===== src/bridge_pkg.sv =====
package bridge_pkg;

    // Widths with a meaning of their own
    typedef logic [7:0]  byte_t;
    typedef logic [31:0] addr_t;
    typedef logic [31:0] word_t;
    typedef logic [1:0]  resp_t;   // AXI response code
    typedef logic [7:0]  status_t;

    // Command bytes accepted by the parser
    localparam byte_t CMD_WRITE = 8'h01;
    localparam byte_t CMD_READ  = 8'h81;

    // Answer for any other command byte
    localparam status_t STATUS_BAD_CMD = 8'h07;

    typedef enum logic [2:0] {RX_IDLE, RX_START, RX_DATA, RX_STOP} rx_state_t;

    typedef enum logic [2:0] {P_CMD, P_ADDR, P_DATA} parse_state_t;

    typedef enum logic [2:0] {
        AX_IDLE,
        AX_WRITE,    // AW and W outstanding
        AX_BRESP,
        AX_READ,     // AR outstanding
        AX_RRESP,
        AX_DONE      // Result held for the builder
    } axi_state_t;

    typedef enum logic [2:0] {B_IDLE, B_STATUS, B_DATA} build_state_t;

    typedef enum logic [2:0] {TX_IDLE, TX_START, TX_DATA, TX_STOP} tx_state_t;

endpackage


===== src/uart_rx.sv =====
`timescale 1ns/1ps

module uart_rx #(
    parameter int clks_per_bit = 8
) (
    input  logic              clk,
    input  logic              rst,
    input  logic              uart_rx,
    output bridge_pkg::byte_t rx_byte,
    output logic              rx_byte_valid
);
    import bridge_pkg::*;

    localparam int cnt_w = $clog2(clks_per_bit + 1);
    localparam logic [cnt_w-1:0] half_bit = cnt_w'(clks_per_bit / 2 - 1);
    localparam logic [cnt_w-1:0] full_bit = cnt_w'(clks_per_bit - 1);

    rx_state_t        state;
    logic [1:0]       sync;       // Two-flop synchronizer
    logic             rx_s;
    logic [cnt_w-1:0] baud_cnt;
    logic [2:0]       bit_cnt;
    byte_t            shift;

    assign rx_s    = sync[1];
    assign rx_byte = shift;

    always_ff @(posedge clk) begin
        if (rst) begin
            sync          <= 2'b11;   // Line idles high
            state         <= RX_IDLE;
            baud_cnt      <= '0;
            bit_cnt       <= '0;
            rx_byte_valid <= 1'b0;
        end else begin
            sync          <= {sync[0], uart_rx};
            rx_byte_valid <= 1'b0;
            baud_cnt      <= baud_cnt + 1'b1;
            case (state)
                RX_IDLE: begin
                    baud_cnt <= '0;
                    if (!rx_s) state <= RX_START;
                end
                RX_START: if (baud_cnt == half_bit) begin
                    // A high line at mid start bit was a glitch
                    baud_cnt <= '0;
                    bit_cnt  <= '0;
                    state    <= rx_s ? RX_IDLE : RX_DATA;
                end
                RX_DATA: if (baud_cnt == full_bit) begin
                    baud_cnt <= '0;
                    bit_cnt  <= bit_cnt + 1'b1;
                    if (bit_cnt == 3'd7) state <= RX_STOP;
                end
                RX_STOP: if (baud_cnt == full_bit) begin
                    rx_byte_valid <= rx_s;    // Low stop bit drops the byte
                    state         <= RX_IDLE;
                end
                default: state <= RX_IDLE;
            endcase
        end
    end

    // LSB arrives first
    always_ff @(posedge clk) begin
        if (state == RX_DATA && baud_cnt == full_bit) shift <= {rx_s, shift[7:1]};
    end

endmodule


===== src/frame_parser.sv =====
`timescale 1ns/1ps

module frame_parser (
    input  logic              clk,
    input  logic              rst,
    input  bridge_pkg::byte_t rx_byte,
    input  logic              rx_byte_valid,
    output logic              req_valid,
    output logic              req_is_read,
    output bridge_pkg::addr_t req_addr,
    output bridge_pkg::word_t req_wdata,
    input  logic              req_ready,
    output logic              bad_cmd_valid,
    input  logic              bad_cmd_ready
);
    import bridge_pkg::*;

    parse_state_t state;
    logic [1:0]   byte_cnt;
    logic         frame_read;     // Command of the frame being received
    addr_t        addr_sr;
    word_t        data_sr;
    logic         frame_done;
    logic         load_req;

    // Last byte of a frame arrives now
    assign frame_done = rx_byte_valid && byte_cnt == 2'd3
                        && ((state == P_ADDR && frame_read) || state == P_DATA);
    // A frame finishing while the request is still held is lost
    assign load_req = frame_done && (!req_valid || req_ready);

    always_ff @(posedge clk) begin
        if (rst) begin
            state         <= P_CMD;
            byte_cnt      <= '0;
            req_valid     <= 1'b0;
            bad_cmd_valid <= 1'b0;
        end else begin
            if (req_ready) req_valid <= 1'b0;
            if (bad_cmd_ready) bad_cmd_valid <= 1'b0;
            if (load_req) req_valid <= 1'b1;
            if (rx_byte_valid) begin
                case (state)
                    P_CMD: begin
                        byte_cnt <= '0;
                        if (rx_byte == CMD_WRITE || rx_byte == CMD_READ) state <= P_ADDR;
                        else bad_cmd_valid <= 1'b1;
                    end
                    P_ADDR: begin
                        byte_cnt <= byte_cnt + 1'b1;
                        if (byte_cnt == 2'd3) state <= frame_read ? P_CMD : P_DATA;
                    end
                    P_DATA: begin
                        byte_cnt <= byte_cnt + 1'b1;
                        if (byte_cnt == 2'd3) state <= P_CMD;
                    end
                    default: state <= P_CMD;
                endcase
            end
        end
    end

    // Shift registers fill MSB first
    always_ff @(posedge clk) begin
        if (rx_byte_valid && state == P_CMD) frame_read <= (rx_byte == CMD_READ);
        if (rx_byte_valid && state == P_ADDR) addr_sr <= {addr_sr[23:0], rx_byte};
        if (rx_byte_valid && state == P_DATA) data_sr <= {data_sr[23:0], rx_byte};
        if (load_req) begin
            req_is_read <= frame_read;
            req_addr    <= frame_read ? {addr_sr[23:0], rx_byte} : addr_sr;
            req_wdata   <= {data_sr[23:0], rx_byte};  // Don't care on reads
        end
    end

endmodule


===== src/axil_master.sv =====
`timescale 1ns/1ps

module axil_master (
    input  logic              clk,
    input  logic              rst,
    input  logic              req_valid,
    input  logic              req_is_read,
    input  bridge_pkg::addr_t req_addr,
    input  bridge_pkg::word_t req_wdata,
    output logic              req_ready,
    output bridge_pkg::addr_t awaddr,
    output logic              awvalid,
    input  logic              awready,
    output bridge_pkg::word_t wdata,
    output logic [3:0]        wstrb,
    output logic              wvalid,
    input  logic              wready,
    input  bridge_pkg::resp_t bresp,
    input  logic              bvalid,
    output logic              bready,
    output bridge_pkg::addr_t araddr,
    output logic              arvalid,
    input  logic              arready,
    input  bridge_pkg::word_t rdata,
    input  bridge_pkg::resp_t rresp,
    input  logic              rvalid,
    output logic              rready,
    output logic              res_valid,
    output logic              res_is_read,
    output bridge_pkg::resp_t res_resp,
    output bridge_pkg::word_t res_rdata,
    input  logic              res_ready
);
    import bridge_pkg::*;

    axi_state_t state;
    logic       aw_left;          // AW still pending after this cycle
    logic       w_left;

    assign req_ready = (state == AX_IDLE);
    assign arvalid   = (state == AX_READ);
    assign bready    = (state == AX_BRESP);
    assign rready    = (state == AX_RRESP);
    assign res_valid = (state == AX_DONE);
    assign wstrb     = 4'hf;                  // Full word writes only

    assign aw_left = awvalid && !awready;
    assign w_left  = wvalid && !wready;

    always_ff @(posedge clk) begin
        if (rst) begin
            state   <= AX_IDLE;
            awvalid <= 1'b0;
            wvalid  <= 1'b0;
        end else begin
            case (state)
                AX_IDLE: if (req_valid) begin
                    awvalid <= !req_is_read;  // AW and W rise together
                    wvalid  <= !req_is_read;
                    state   <= req_is_read ? AX_READ : AX_WRITE;
                end
                AX_WRITE: begin
                    awvalid <= aw_left;
                    wvalid  <= w_left;
                    if (!aw_left && !w_left) state <= AX_BRESP;
                end
                AX_BRESP: if (bvalid) state <= AX_DONE;
                AX_READ:  if (arready) state <= AX_RRESP;
                AX_RRESP: if (rvalid) state <= AX_DONE;
                AX_DONE:  if (res_ready) state <= AX_IDLE;
                default:  state <= AX_IDLE;
            endcase
        end
    end

    always_ff @(posedge clk) begin
        if (state == AX_IDLE && req_valid) begin
            awaddr      <= req_addr;
            araddr      <= req_addr;
            wdata       <= req_wdata;
            res_is_read <= req_is_read;
        end
        if (state == AX_BRESP && bvalid) res_resp <= bresp;
        if (state == AX_RRESP && rvalid) begin
            res_resp  <= rresp;
            res_rdata <= rdata;
        end
    end

endmodule


===== src/response_builder.sv =====
`timescale 1ns/1ps

module response_builder (
    input  logic              clk,
    input  logic              rst,
    input  logic              res_valid,
    input  logic              res_is_read,
    input  bridge_pkg::resp_t res_resp,
    input  bridge_pkg::word_t res_rdata,
    output logic              res_ready,
    input  logic              bad_cmd_valid,
    output logic              bad_cmd_ready,
    output bridge_pkg::byte_t tx_byte,
    output logic              tx_valid,
    input  logic              tx_ready
);
    import bridge_pkg::*;

    build_state_t state;
    logic [1:0]   byte_cnt;
    status_t      status;
    word_t        data;           // Read data shifted out from the top
    logic         with_data;

    // Unknown command wins over a bus result
    assign bad_cmd_ready = (state == B_IDLE);
    assign res_ready     = (state == B_IDLE) && !bad_cmd_valid;
    assign tx_valid      = (state != B_IDLE);
    assign tx_byte       = (state == B_STATUS) ? status : data[31:24];

    always_ff @(posedge clk) begin
        if (rst) begin
            state    <= B_IDLE;
            byte_cnt <= '0;
        end else begin
            case (state)
                B_IDLE: if (bad_cmd_valid || res_valid) state <= B_STATUS;
                B_STATUS: if (tx_ready) begin
                    byte_cnt <= '0;
                    state    <= with_data ? B_DATA : B_IDLE;
                end
                B_DATA: if (tx_ready) begin
                    byte_cnt <= byte_cnt + 1'b1;
                    if (byte_cnt == 2'd3) state <= B_IDLE;
                end
                default: state <= B_IDLE;
            endcase
        end
    end

    always_ff @(posedge clk) begin
        if (state == B_IDLE && bad_cmd_valid) begin
            status    <= STATUS_BAD_CMD;
            with_data <= 1'b0;
        end else if (state == B_IDLE && res_valid) begin
            status    <= status_t'(res_resp);
            with_data <= res_is_read && res_resp == 2'b00;  // OKAY read only
            data      <= res_rdata;
        end else if (state == B_DATA && tx_ready) begin
            data <= data << 8;
        end
    end

endmodule


===== src/uart_tx.sv =====
`timescale 1ns/1ps

module uart_tx #(
    parameter int clks_per_bit = 8
) (
    input  logic              clk,
    input  logic              rst,
    input  bridge_pkg::byte_t tx_byte,
    input  logic              tx_valid,
    output logic              tx_ready,
    output logic              uart_tx
);
    import bridge_pkg::*;

    localparam int cnt_w = $clog2(clks_per_bit + 1);
    localparam logic [cnt_w-1:0] full_bit = cnt_w'(clks_per_bit - 1);

    tx_state_t        state;
    logic [cnt_w-1:0] baud_cnt;
    logic [2:0]       bit_cnt;
    byte_t            shift;
    logic             bit_end;

    assign tx_ready = (state == TX_IDLE);
    assign bit_end  = (baud_cnt == full_bit);

    always_ff @(posedge clk) begin
        if (rst) begin
            state    <= TX_IDLE;
            uart_tx  <= 1'b1;
            baud_cnt <= '0;
            bit_cnt  <= '0;
        end else begin
            baud_cnt <= (state == TX_IDLE || bit_end) ? '0 : baud_cnt + 1'b1;
            case (state)
                TX_IDLE: if (tx_valid) begin
                    uart_tx <= 1'b0;          // Start bit
                    state   <= TX_START;
                end
                TX_START: if (bit_end) begin
                    uart_tx <= shift[0];
                    bit_cnt <= '0;
                    state   <= TX_DATA;
                end
                TX_DATA: if (bit_end) begin
                    bit_cnt <= bit_cnt + 1'b1;
                    uart_tx <= (bit_cnt == 3'd7) ? 1'b1 : shift[0];
                    if (bit_cnt == 3'd7) state <= TX_STOP;
                end
                TX_STOP: if (bit_end) state <= TX_IDLE;
                default: state <= TX_IDLE;
            endcase
        end
    end

    always_ff @(posedge clk) begin
        if (state == TX_IDLE && tx_valid) shift <= tx_byte;
        else if ((state == TX_START || state == TX_DATA) && bit_end) shift <= shift >> 1;
    end

endmodule


===== src/uart_axil_bridge.sv =====
`timescale 1ns/1ps

module uart_axil_bridge #(
    parameter int clks_per_bit = 8
) (
    input  logic              clk,
    input  logic              rst,
    input  logic              uart_rx,
    output logic              uart_tx,
    output bridge_pkg::addr_t awaddr,
    output logic              awvalid,
    input  logic              awready,
    output bridge_pkg::word_t wdata,
    output logic [3:0]        wstrb,
    output logic              wvalid,
    input  logic              wready,
    input  bridge_pkg::resp_t bresp,
    input  logic              bvalid,
    output logic              bready,
    output bridge_pkg::addr_t araddr,
    output logic              arvalid,
    input  logic              arready,
    input  bridge_pkg::word_t rdata,
    input  bridge_pkg::resp_t rresp,
    input  logic              rvalid,
    output logic              rready
);
    import bridge_pkg::*;

    byte_t rx_byte;
    logic  rx_byte_valid;

    // Parser to bus master
    logic  req_valid;
    logic  req_ready;
    logic  req_is_read;
    addr_t req_addr;
    word_t req_wdata;

    logic  bad_cmd_valid;
    logic  bad_cmd_ready;

    // Bus result to builder
    logic  res_valid;
    logic  res_ready;
    logic  res_is_read;
    resp_t res_resp;
    word_t res_rdata;

    byte_t tx_byte;
    logic  tx_valid;
    logic  tx_ready;

    uart_rx #(.clks_per_bit(clks_per_bit)) u_rx (
        .clk(clk), .rst(rst), .uart_rx(uart_rx),
        .rx_byte(rx_byte), .rx_byte_valid(rx_byte_valid)
    );

    frame_parser u_parser (
        .clk(clk), .rst(rst),
        .rx_byte(rx_byte), .rx_byte_valid(rx_byte_valid),
        .req_valid(req_valid), .req_is_read(req_is_read),
        .req_addr(req_addr), .req_wdata(req_wdata), .req_ready(req_ready),
        .bad_cmd_valid(bad_cmd_valid), .bad_cmd_ready(bad_cmd_ready)
    );

    axil_master u_master (
        .clk(clk), .rst(rst),
        .req_valid(req_valid), .req_is_read(req_is_read),
        .req_addr(req_addr), .req_wdata(req_wdata), .req_ready(req_ready),
        .awaddr(awaddr), .awvalid(awvalid), .awready(awready),
        .wdata(wdata), .wstrb(wstrb), .wvalid(wvalid), .wready(wready),
        .bresp(bresp), .bvalid(bvalid), .bready(bready),
        .araddr(araddr), .arvalid(arvalid), .arready(arready),
        .rdata(rdata), .rresp(rresp), .rvalid(rvalid), .rready(rready),
        .res_valid(res_valid), .res_is_read(res_is_read),
        .res_resp(res_resp), .res_rdata(res_rdata), .res_ready(res_ready)
    );

    response_builder u_builder (
        .clk(clk), .rst(rst),
        .res_valid(res_valid), .res_is_read(res_is_read),
        .res_resp(res_resp), .res_rdata(res_rdata), .res_ready(res_ready),
        .bad_cmd_valid(bad_cmd_valid), .bad_cmd_ready(bad_cmd_ready),
        .tx_byte(tx_byte), .tx_valid(tx_valid), .tx_ready(tx_ready)
    );

    uart_tx #(.clks_per_bit(clks_per_bit)) u_tx (
        .clk(clk), .rst(rst),
        .tx_byte(tx_byte), .tx_valid(tx_valid), .tx_ready(tx_ready),
        .uart_tx(uart_tx)
    );

endmodule


===== config.mk =====
export PLATFORM = sky130hd
export DESIGN_NAME = uart_axil_bridge
export DESIGN_NICKNAME = d
export VERILOG_FILES = /design/src/bridge_pkg.sv /design/src/uart_rx.sv /design/src/frame_parser.sv /design/src/axil_master.sv /design/src/response_builder.sv /design/src/uart_tx.sv /design/src/uart_axil_bridge.sv
export SDC_FILE = /design/constraint.sdc
export NUM_CORES = 1
export LEC_CHECK = 0
export BUFFER_PORTS_ARGS = -buffer_cell sky130_fd_sc_hd__buf_2
export CORE_MARGIN = 2
export CORE_UTILIZATION = 30
export CTS_CLUSTER_DIAMETER = 40
export DETAILED_ROUTE_END_ITERATION = 8
export SYNTH_ARGS = -nofsm -noshare
export SYNTH_HDL_FRONTEND = slang
export SYNTH_SLANG_ARGS = --single-unit

===== constraint.sdc =====
create_clock -name clk -period 3.9 [get_ports clk]
set_input_delay 0.195 -clock clk [delete_from_list [all_inputs] [get_ports clk]]
set_output_delay 0.195 -clock clk [all_outputs]
set_load 0.05 [all_outputs]

======== Word-level counts from Yosys, hierarchy flattened ========
Index checks and enable logic that the tools add are counted.
storage, ports and cells
  register bits after elaboration ......... 314
  input port bits ......................... 44
  word-level logic and storage cells ...... 222
cells by class
  $add $sub $neg .......................... 6
  equal/unequal tests ..................... 47
  muxes and demuxes ....................... 66
  bitwise logic cells ..................... 3
  reduce and logical (&&, ||, !) cells .... 66
operators with widths
  operator                                             number
  two-way mux 32 bit                                   3
  two-way mux 3 bit                                    26
  != test 2 x 1 -> 1 bit, second input constant        19
  equality test 3 x 2 -> 1 bit, second input constant  8
  two-way mux 8 bit                                    3
  one-hot mux 3 bit (4 select lines)                   2
  logical AND 1 bit                                    21
  one-hot mux 3 bit (3 select lines)                   2
  one-hot mux 3 bit (6 select lines)                   1
  nonzero test 2 bit                                   9
  two-way mux 2 bit                                    8
  equality test 3 x 1 -> 1 bit, second input constant  5
  logical NOT 3 bit                                    5
  equality test 3 bit, second input constant           4
  one-hot mux 3 bit (2 select lines)                   2
  one-hot mux 4 bit (3 select lines)                   1
  AND reduction 4 bit                                  3
  two-way mux 1 bit                                    11
  AND reduction 5 bit                                  2
  AND reduction 3 bit                                  3
  adder 4 x 1 -> 4 bit, second input constant          2
  equality test 4 x 3 -> 1 bit, second input constant  2
  equality test 8 x 1 -> 1 bit, second input constant  1
  equality test 8 bit, second input constant           1
  18 further kinds                                     44

======== Longest topological paths before layout ========
Gate-level depths: netlist (run 1).
  depth in word-level cells ............... 6
  gate-level depth with buffers ........... 8
  depth with buffers taken out ............ 6

======== Hierarchy ========
Synthesis (run 1) repeated with hierarchy kept, for this count alone.
unflattened totals
  cell total of the unflattened synthesis .. 655
  area, all modules ....................... 11636.2 um^2
by module, submodules not included
  module            times used  cells an instance  area each (um^2)  seq. area each (um^2)
  frame_parser      1           202                4443.0            3783.6
  axil_master       1           190                3673.5            3072.9
  response_builder  1           121                1843.0            1121.1
  uart_tx           1           77                 884.6             440.4
  uart_rx           1           65                 792.0             480.5

======== Worst setup path after synthesis (run 1) ========
No wires, ideal clock.
  path type ............................... register to register
  from .................................... register u_master.state[2]
  to ...................................... register u_parser.req_addr[0], enable pin
  setup time .............................. 0.496 ns
  data arrival time ....................... 3.744 ns
  required time ........................... 3.404 ns
  setup slack ............................. -0.340 ns
  cell stages (with the launch flop) ...... 4
  period minus slack after synthesis ...... 4.240 ns
  cells stage by stage .................... dfxtp_1 -> or2_2 -> o21ai_0 -> nor2b_1
between the ends
  cells in the longest elaborated chain, start to end .. 3
RTL lines
  item                         RTL line            text
  start: declaration           axil_master.sv:36   axi_state_t state;
  start signal: assignment     axil_master.sv:60   state <= req_is_read ? AX_READ : AX_WRITE;
  logical NOT 3 bit            axil_master.sv:40   assign req_ready = (state == AX_IDLE);
  logical OR 1 bit             frame_parser.sv:30  assign load_req = frame_done && (!req_valid || req_ready);
  logical AND 1 bit            frame_parser.sv:30
  named net u_parser.load_req  frame_parser.sv:24  logic load_req;
  end signal: assignment       frame_parser.sv:70  req_addr <= frame_read ? {addr_sr[23:0], rx_byte} : addr_sr;
  end: declaration             frame_parser.sv:10  output bridge_pkg::addr_t req_addr,
The timed path passes the listed nets, and every way through them passes these cells.
A chain may end at the register's enable or synchronous reset.

======== Worst setup path in the final report (run 1) ========
  from .................................... register u_builder.state[0]
  to ...................................... register u_builder.data[15], enable pin
between the ends
  cells in the longest elaborated chain, start to end .. 4
RTL lines
  item                                                               RTL line                                                                text
  start: declaration                                                 response_builder.sv:19                                                  build_state_t state;
  start signal: assignment                                           response_builder.sv:40                                                  state <= with_data ? B_DATA : B_IDLE;
  equality test 3 x 2 -> 1 bit or logical NOT 3 bit (tied branches)  response_builder.sv:59, response_builder.sv:52, response_builder.sv:55
  logical AND 1 bit, on equally long branches                        response_builder.sv:59, response_builder.sv:52, response_builder.sv:55
  nonzero test 2 bit (no line) or inverter 1 bit (tied branches)     --
  AND reduction 2 bit (no line) *                                    --
  end signal: assignment                                             response_builder.sv:58                                                  data <= res_rdata;
  end signal: assignment                                             response_builder.sv:60                                                  data <= data << 8;
  end: declaration                                                   response_builder.sv:22                                                  word_t data;
Every way passes the cells marked *; elsewhere a longest branch is shown, timed or not.

==> results_dict.tcl, run 1 <==
set metrics [dict create \
    clock_tree.root_cell "clkbuf_16" \
    tritoncts.num_buffers 41 \
    crit_type "flop to flop" \
    clock_path_buffers 3 \
    hold_path_class "input port to flop" \
    start_util 0.305 \
    r2r_start "u_builder.state[0]$_SDFFE_PP0P_" \
    max-vdd-ir-drop_mv 0.327 \
    max-slew-margin-rel 0.224 \
    drv_cap 0 \
    holdPathEnd "u_master.res_resp[0]$_DFFE_PP_" \
    clk_pin_slew_ns 0.05 \
    crit_path_end_kind "flop" \
    routedWlPerCell_um 13.5 \
    first_pass_iters 4 \
    die_w_um 200 \
    cp.arrival_ns 2.78 \
    cts_tree "yes" \
    hold_viol_final 0 \
    run_status "completed" \
    period_minus_slack_ns 2.63 \
    num_vias 6042 \
    min_path_cells 2 \
    timing.final.crit_share 0.675 \
    gp_congestion 0.748 \
    drv_slew 0 \
    via_per_inst 4.18 \
    antenna_found_initial 0 \
    antenna_cells 0 \
    first_global_vias 6021 \
    fmax_ghz 0.380 \
    synth_edf_count 269 \
    yosys.area.top_type "edfxtp_1" \
    nNetsFinal 972 \
    area_growth_pct 25.6 \
    layout-drive-gt1-share 0.283 \
    cts_setup_buffers 0 \
    syn_inst 727 \
    p_leak_nw 5.28 \
    totalWireLength_um 19500 \
    fillers 3522 \
    grt_max_degree 66 \
    avgSynthCellArea_um2 15.8 \
    synth_top_flop_cell "edfxtp_1" \
    path_max_fanout 36 \
    synth.distinct_cells 54 \
    critPathRequiredTime_ns 4.05 \
    async_reset_ff_frac 0 \
    rr_endpoint "u_builder.data[15]$_DFFE_PP_" \
    min_from "bvalid" \
    synthesis.area_um2 11500 \
    yosys_warnings 0 \
    tightest_slew_ns 1.16 \
    grt_overflow 0 \
    setup_viol 0 \
    grtUsageTotal 0.0988 \
    rows 71 \
    htreeDepth 2 \
    die_y_um 200 \
    route.detailed.drc 0 \
    drtAntennaViolNets 0 \
    startpoint_type "flop" \
    holdWs_ns 0.0440 \
    ys_seq_area_frac 0.772 \
    ios 150 \
    rsz0062_at_grt "no" \
    ys_seq_elements 310 \
    p_per_area_nw_per_um2 581 \
    grt_first_pass_wirelength_um 31100 \
    core_um2 37800 \
    clk_latency_ns 0.54 \
    io_buffers 145 \
    skew_ns 0.0253 \
    drt_iter0_drc 317 \
    tns_ns 0 \
    synth_top_area_share 0.701 \
    r2r_slack_ns 1.27 \
    hpwl_um 11900 \
    die_area_um2 40000 \
    rr_worst_depth 6 \
    numClockSinks 310 \
    synthTopCellsByArea "edfxtp_1, dfxtp_1, nand2_1" \
]
[layout by cell type (no fill, tap or decap), types with 10 or more instances in the layout]
| cell type | netlist | final |
|---|---|---|
| clkbuf_16 | 0 | 42 |
| o21ai_0 | 27 | 27 |
| dlygate4sd3_1 | 0 | 37 |
| inv_1 | 16 | 16 |
| mux2_2 | 34 | 34 |
| buf_2 | 1 | 145 |
| nand2_1 | 105 | 105 |
| nand3_1 | 10 | 10 |
| nor2_1 | 17 | 17 |
| a21oi_1 | 27 | 26 |
| dfxtp_1 | 41 | 41 |
| ha_1 | 26 | 26 |
| and2_1 | 12 | 11 |
| edfxtp_1 | 269 | 269 |
[repair_timing]
action / CTS / global route
hold buffers: 37 / 0
gates resized for setup: 0 / 0
hold endpoints to repair: 35 / 0
[synth_stat cells (5+ instances only)]
cell type,n
nand2_1,105
nor3_1,7
mux2i_1,5
nand2b_1,9
inv_1,16
and2_1,12
edfxtp_1,269
ha_1,26
o21ai_0,27
buf_4,36
mux2_2,34
nand4_1,8
a21oi_1,27
clkbuf_1,19
nor2_1,17
dfxtp_1,41
nand3_1,10
[area by class of cell]
type	instances	area [um^2]	area share
sequential	310	8900	0.615
multi-input combinational	346	2240	0.154
timing repair buffer	186	1130	0.0778
clock buffer	45	1060	0.0734
tap	511	639	0.0442
clock inverter	31	447	0.0309
inverter	17	63.8	0.00441
[registers in the layout (all words and copies together), names as in the netlist, 3 cells and up]
signal / cells
u_builder.data: 32
u_rx.bit_cnt: 3
u_master.state: 3
u_tx.shift: 8
u_parser.addr_sr: 32
u_rx.baud_cnt: 4
u_parser.data_sr: 24
u_tx.baud_cnt: 4
u_rx.rx_byte: 8
u_parser.req_wdata: 32
u_builder.status: 3
u_tx.bit_cnt: 3
u_master.awaddr: 32
u_master.res_rdata: 32
u_master.wdata: 32
u_parser.req_addr: 32
[stage by stage]
step                power [W]  setup WS [ns]  cell area (um^2)   util  std cells
global placement      0.00443           1.29             12600  0.334       1333
CTS                   0.00852           1.23             14500  0.383       1446
detailed placement    0.00445           1.25             12600  0.334       1333
floorplan             0.00429          0.762             11500      -        730
global route          0.00875           1.04             14500  0.383       1446
finish                0.00841           1.27             14500  0.383       1446
[power breakdown]
group / internal (W) / leakage, nW / switching [W] / total, W
clock network: 0.00255 / 0.738 / 0.00145 / 0.00400
registers: 0.00371 / 2.75 / 0.0000710 / 0.00378
logic: 0.000240 / 1.79 / 0.000393 / 0.000633
total: 0.00650 / 5.28 / 0.00191 / 0.00841
[kinds of logic (layout without fill, tap and decap cells)]
group / Yosys count / in the layout / synth area share
AND/OR/NAND/NOR: 198 / 198 / 0.0821
adder cells (fa/ha/maj): 26 / 26 / 0.0282
XOR/XNOR: 3 / 3 / 0.00228
AO/OA/AOI/OAI: 75 / 75 / 0.0391
other: 1 / 4 / 0.000326
buffers and inverters: 74 / 279 / 0.0366
flip-flops: 310 / 310 / 0.772
multiplexers: 40 / 40 / 0.0389
[worst max-delay path, stage by stage, from the launching register on]
cell and delay, ns:
dfxtp_1 0.33, inv_1 0.11, ha_1 0.35, and3_1 0.21
buf_4 0.32, a21oi_1 0.13, a21oi_4 0.80
[how the worst max path moves through the flow]
| stage | cells past startpoint | start | endpoint | slack [ns] |
|---|---|---|---|---|
| floorplan | 7 | u_builder.state[0]$_SDFFE_PP0P_ | u_builder.data[0]$_SDFFCE_PN0P_ | 0.76 |
| global placement | 6 | u_builder.state[0]$_SDFFE_PP0P_ | u_builder.data[7]$_SDFFCE_PN0P_ | 1.29 |
| detailed placement | 6 | u_builder.state[0]$_SDFFE_PP0P_ | u_builder.data[7]$_SDFFCE_PN0P_ | 1.25 |
| CTS | 6 | u_builder.state[0]$_SDFFE_PP0P_ | u_builder.data[15]$_DFFE_PP_ | 1.23 |
| global route | 6 | u_builder.state[0]$_SDFFE_PP0P_ | u_builder.data[15]$_DFFE_PP_ | 1.04 |
| finish | 6 | u_builder.state[0]$_SDFFE_PP0P_ | u_builder.data[15]$_DFFE_PP_ | 1.27 |
[routing by layer]
metal,vias up,part of all wire,track usage
met1,2841,0.46,0.127
li1,2990,-,-
met3,24,0.063,0.0291
met2,187,0.46,0.159
met4,0,0.019,0.0357
met5,-,0,0
Note: power is estimated with default switching activity, not from simulation.
==> run 2: changes to the inputs <==
clock period = 2.22 ns   (was 3.9 ns; I/O delays follow)
==> run 2 against run 1 <==
Effect of this change: hold slack got worse by 0.015 ns; die area stayed put; first-iteration DRC count shrank 20%; non-clock buffer count rose by 25; sequential power rose by 75%; highest routed layer is now met5; count of clock-buffer cells in the layout up 7; register-to-register slack got worse by 1.2 ns; wire length grew 1.8%; global-route usage rose by 0.12 points; critical path type is now flop to output pin; core utilization up 0.41 points.
==> results_dict.tcl, run 2 (same netlist as run 1, synthesis figures left out) <==
set metrics [dict create \
    mostFrequentLayoutCells "edfxtp_1, buf_2, nand2_1, clkbuf_16, dfxtp_1" \
    max-slew-margin-rel 0.418 \
    hold_viol_final 0 \
    holdPathEnd "u_master.awvalid$_SDFFE_PP0P_" \
    crit_type "flop to output pin" \
    p_per_area_nw_per_um2 987 \
    period_minus_slack_ns 2.14 \
    drv_cap 0 \
    io_buffers 145 \
    rr_worst_depth 4 \
    stdcell_area_um2 14600 \
    hold_path_class "input port to flop" \
    clk_latency_ns 0.55 \
    totalWireLength_um 19800 \
    routedWlPerCell_um 13.4 \
    start_util 0.305 \
    tightest_slew_ns 0.873 \
    min_from "awready" \
    core_um2 37800 \
    numClockSinks 310 \
    r2r_start "u_master.state[2]$_SDFFE_PP0P_" \
    via_per_inst 4.18 \
    cp.arrival_ns 2.03 \
    r2r_slack_ns 0.11 \
    ios 150 \
    crit_path_end_kind "output pin" \
    path_cells "clkinv_1 -> buf_4 -> nor3_1 -> buf_2" \
    antenna_found_initial 1 \
    skew_ns 0.0277 \
    rsz0062_at_grt "no" \
    startpoint_type "flop" \
    clock_tree.root_cell "clkbuf_16" \
    grt_first_pass_wirelength_um 31500 \
    fmax_ghz 0.467 \
    hpwl_um 12600 \
    p_leak_nw 5.35 \
    area_growth_pct 27.0 \
    grt_max_degree 66 \
    drtAntennaViolNets 0 \
    placed_area_um2 12800 \
    final_common_cell "edfxtp_1" \
    setup_viol 0 \
    first_global_vias 6122 \
    htreeDepth 2 \
    holdWs_ns 0.0286 \
    timing.final.crit_share 0.965 \
    rr_endpoint "u_master.res_resp[1]$_DFFE_PP_" \
    clock_path_buffers 3 \
    die_area_um2 40000 \
    rows 71 \
    min_path_cells 4 \
    grt_overflow 0 \
    clk_pin_slew_ns 0.05 \
    max-vdd-ir-drop_mv 0.694 \
    cpPeakStageDelay_ns 0.44 \
    cts_tree "yes" \
    fillers 3472 \
    path_max_fanout 9 \
    tritoncts.num_buffers 42 \
    layout-drive-gt1-share 0.295 \
    route.detailed.drc 0 \
    critPathRequiredTime_ns 2.11 \
    die_w_um 200 \
    power.total_w 0.0144 \
    nNetsFinal 998 \
    gp_congestion 0.795 \
    fin_util 0.387 \
    num_vias 6163 \
    drv_slew 0 \
    first_pass_iters 4 \
    grtUsageTotal 0.100 \
    run_status "completed" \
    drt_iter0_drc 255 \
    critPathSlowestCell "dfxtp_1" \
    die_y_um 200 \
]
==> run 2: changes by cell type in the layout (fill, tap and decap cells not counted), sizes merged <==
| cell | delta |
|---|---|
| dlygate4sd3 | +3 |
| clkbuf | +7 |
| inv | +1 |
| buf | +22 |
| diode | +1 |
| clkinv | -5 |
| bufinv | -4 |
| clkinvlp | +3 |
==> run 2: worst max-delay path, delay by kind of cell (launching register included) <==
| kind | cells | cell delay [ns] |
|---|---|---|
| buffers and inverters | 3 | 0.68 |
| flip-flops | 1 | 0.44 |
| AND/OR/NAND/NOR | 1 | 0.39 |
==> run 2: layer usage <==
metal,vias to the layer above,wire [um],part of all wire,global-route usage
li1,3047,-,-,-
met1,2896,8910,0.45,0.125
met2,183,9220,0.47,0.164
met3,35,1340,0.067,0.0319
met4,2,337,0.017,0.0337
met5,-,13,0.00066,0
==> run 2: how the worst max path moves through the flow <==
stage                              startpoint                        endpoint  slack, ns  cells past startpoint
6_report       u_master.state[0]$_SDFFE_PP0P_                         arvalid       0.08                      4
5_1_grt        u_master.state[0]$_SDFFE_PP0P_                         arvalid       0.01                      4
4_1_cts        u_master.state[2]$_SDFFE_PP0P_  u_master.res_resp[1]$_DFFE_PP_       0.08                      4
3_5_place_dp       u_rx.state[0]$_SDFFE_PP0P_      u_rx.state[1]$_SDFFE_PP0P_       0.20                      6
3_3_place_gp       u_rx.state[0]$_SDFFE_PP0P_      u_rx.state[1]$_SDFFE_PP0P_       0.26                      6
2_1_floorplan  u_master.state[2]$_SDFFE_PP0P_  u_parser.req_addr[0]$_DFFE_PP_      -0.09                      3
==> run 2: through the flow <==
stage	setup slack [ns]	setup TNS (ns)	std cells
2_1_floorplan	-0.0909	-5.91	730
3_3_place_gp	0.258	0	1355
3_5_place_dp	0.200	0	1355
4_1_cts	0.0772	0	1473
5_1_grt	0.0135	0	1473
6_report	0.0777	0	1474
==> run 2: area by class of cell <==
type	instances	area (um^2)	area share
Clock inverter	26	328	0.0224
Timing Repair Buffer	211	1370	0.0937
Multi-Input combinational cell	346	2240	0.153
Clock buffer	52	1090	0.0744
Tap cell	511	639	0.0437
Inverter	17	63.8	0.00436
Sequential cell	310	8900	0.608
Antenna cell	1	2.50	0.000171
==> run 2: where the power goes <==
part,internal [W],switching [W]
registers,0.00651,0.000106
clock network,0.00406,0.00255
logic,0.000482,0.000734
==> run 2: timing repair <==
item,CTS,global route
hold endpoints to repair,40,0
buffers inserted,0,0
gates resized for setup,0,1
setup endpoints to repair,0,2
hold buffers,40,0
==> run 3: changes to the inputs <==
REMOVE_ABC_BUFFERS = 1   (was default)
==> run 3 against run 2 <==
Effect of this change: combinational power down 6%; cell area down 0.95%; fmax up 6.7%; core utilization down 0.37 points; setup slack better by 0.13 ns; global-route usage down 0.17 points; count of clock-buffer cells in the layout down 6; critical path depth up 2; hold slack worse by 0.0071 ns; wire length down 3.0%; sequential power about the same; die area unchanged; critical path type is now flop to flop; largest cell class unchanged.
==> results_dict.tcl, run 3 (same netlist as run 1, synthesis figures left out) <==
set metrics [dict create \
    run_status "completed" \
    htreeDepth 2 \
    multi_input_area_um2 2240 \
    area_growth_pct 25.8 \
    final_common_cell "edfxtp_1" \
    io_buffers 145 \
    r2r_slack_ns 0.21 \
    drtAntennaViolNets 0 \
    first_global_vias 6077 \
    route.detailed.drc 0 \
    rr_endpoint "u_rx.state[0]$_SDFFE_PP0P_" \
    cts_tree "yes" \
    die_y_um 200 \
    setup_viol 0 \
    mostFrequentLayoutCells "edfxtp_1, buf_2, nand2_1, dlygate4sd3_1, dfxtp_1" \
    hpwl_um 12000 \
    grt_first_pass_wirelength_um 31200 \
    antenna_found_initial 0 \
    rr_worst_depth 6 \
    rsz0062_at_grt "no" \
    drt_iter0_drc 356 \
    r2r_start "u_rx.state[0]$_SDFFE_PP0P_" \
    hold_path_class "input port to flop" \
    fmax_ghz 0.498 \
    holdPathEnd "u_master.state[1]$_SDFFE_PP0P_" \
    min_from "arready" \
    timing.final.crit_share 0.904 \
    max-slew-margin-rel 0.383 \
    layout-drive-gt1-share 0.285 \
    drv_cap 0 \
    num_vias 6129 \
    die_w_um 200 \
    min_path_cells 4 \
    path_max_fanout 9 \
    grt_max_degree 66 \
    clk_latency_ns 0.52 \
    antenna_cells 0 \
    via_per_inst 4.19 \
    cp.arrival_ns 2.44 \
    core_um2 37800 \
    fin_cells 1462 \
    totalWireLength_um 19200 \
    rows 71 \
    ios 150 \
    nNetsFinal 993 \
    hold_viol_final 0 \
    fillers 3492 \
    critPathRequiredTime_ns 2.65 \
    first_pass_iters 5 \
    grt_overflow 0 \
    crit_type "flop to flop" \
    crit_path_end_kind "flop" \
    routedWlPerCell_um 13.2 \
    grtUsageTotal 0.0983 \
    p_per_area_nw_per_um2 968 \
    cts_setup_buffers 0 \
    placed_cells 1352 \
    power.total_w 0.0140 \
    tightest_slew_ns 0.925 \
    tritoncts.num_buffers 39 \
    period_minus_slack_ns 2.01 \
    seq_area_um2 8900 \
    clk_pin_slew_ns 0.05 \
    clock_tree.root_cell "clkbuf_16" \
    p_leak_nw 5.30 \
    die_area_um2 40000 \
    startpoint_type "flop" \
    max-vdd-ir-drop_mv 0.713 \
    clock_path_buffers 3 \
    gp_congestion 0.768 \
    start_util 0.305 \
    numClockSinks 310 \
    skew_ns 0.0162 \
    drv_slew 0 \
]
[run 3: changes by cell type in the layout (fill, tap and decap cells not counted), moves of 2 or more]
| cell | previous run | this run |
|---|---|---|
| clkinv_1 | 2 | 8 |
| clkbuf_16 | 42 | 39 |
| clkinv_2 | 3 | 1 |
| clkbuf_1 | 10 | 5 |
| clkinvlp_4 | 4 | 0 |
| inv_8 | 4 | 1 |
| clkbuf_8 | 0 | 2 |
| buf_4 | 22 | 20 |
[run 3: metal layers]
layer  up-vias  share of wire  track usage
met5         -              0            0
met4         0          0.020       0.0326
met3        35          0.058       0.0259
met2       180           0.46        0.160
met1      2871           0.46        0.128
li1       3043              -            -
[run 3: where the power goes]
group | internal [W] | switching (W)
logic | 0.000454 | 0.000699
registers | 0.00651 | 0.000118
clock network | 0.00391 | 0.00233
[run 3: per-stage QoR]
step	utilization	worst slack [ns]	cell area [um^2]	TNS [ns]	hold slack, ns
final	0.384	0.213	14500	0	0.0214
after global routing	0.384	0.0964	14500	0	0.0227
after CTS	0.384	0.0704	14500	0	0.00728
after detailed placement	0.338	0.224	12800	0	0.289
after global placement	0.338	0.290	12800	0	0.289
after floorplan	-	-2.46	11200	-224.72	0.180
[run 3: worst max-delay path: stages, from the launching register on]
cell,delay [ns]
dfxtp_1,0.39
inv_1,0.11
ha_1,0.25
mux2_4,0.29
o22a_4,0.22
or4_1,0.51
a21oi_1,0.16
[run 3: timing repair]
action | 4_1_cts | 5_1_grt
endpoints found under the setup margin | 0 | 1
hold buffers | 41 | 0
gates resized for setup | 0 | 1
hold endpoints to repair | 42 | 0
[run 3: layout make-up]
type | instances | area share
multi-input combinational | 346 | 0.154
clock inverter | 23 | 0.0195
sequential | 310 | 0.614
timing repair buffer | 209 | 0.0929
tap | 511 | 0.0441
inverter | 17 | 0.00440
clock buffer | 46 | 0.0705
[run 3: worst max-delay path by stage]
stage / end / cells after the start / slack, ns / from
after floorplan: u_parser.req_addr[0]$_DFFE_PP_ / 3 / -2.46 / u_parser.frame_read$_DFFE_PP_
after global placement: u_rx.state[1]$_SDFFE_PP0P_ / 6 / 0.29 / u_rx.state[0]$_SDFFE_PP0P_
after detailed placement: u_rx.state[0]$_SDFFE_PP0P_ / 6 / 0.22 / u_rx.state[0]$_SDFFE_PP0P_
after CTS: arvalid / 4 / 0.07 / u_master.state[0]$_SDFFE_PP0P_
after global routing: u_rx.state[0]$_SDFFE_PP0P_ / 6 / 0.1 / u_rx.state[0]$_SDFFE_PP0P_
final: u_rx.state[0]$_SDFFE_PP0P_ / 6 / 0.21 / u_rx.state[0]$_SDFFE_PP0P_
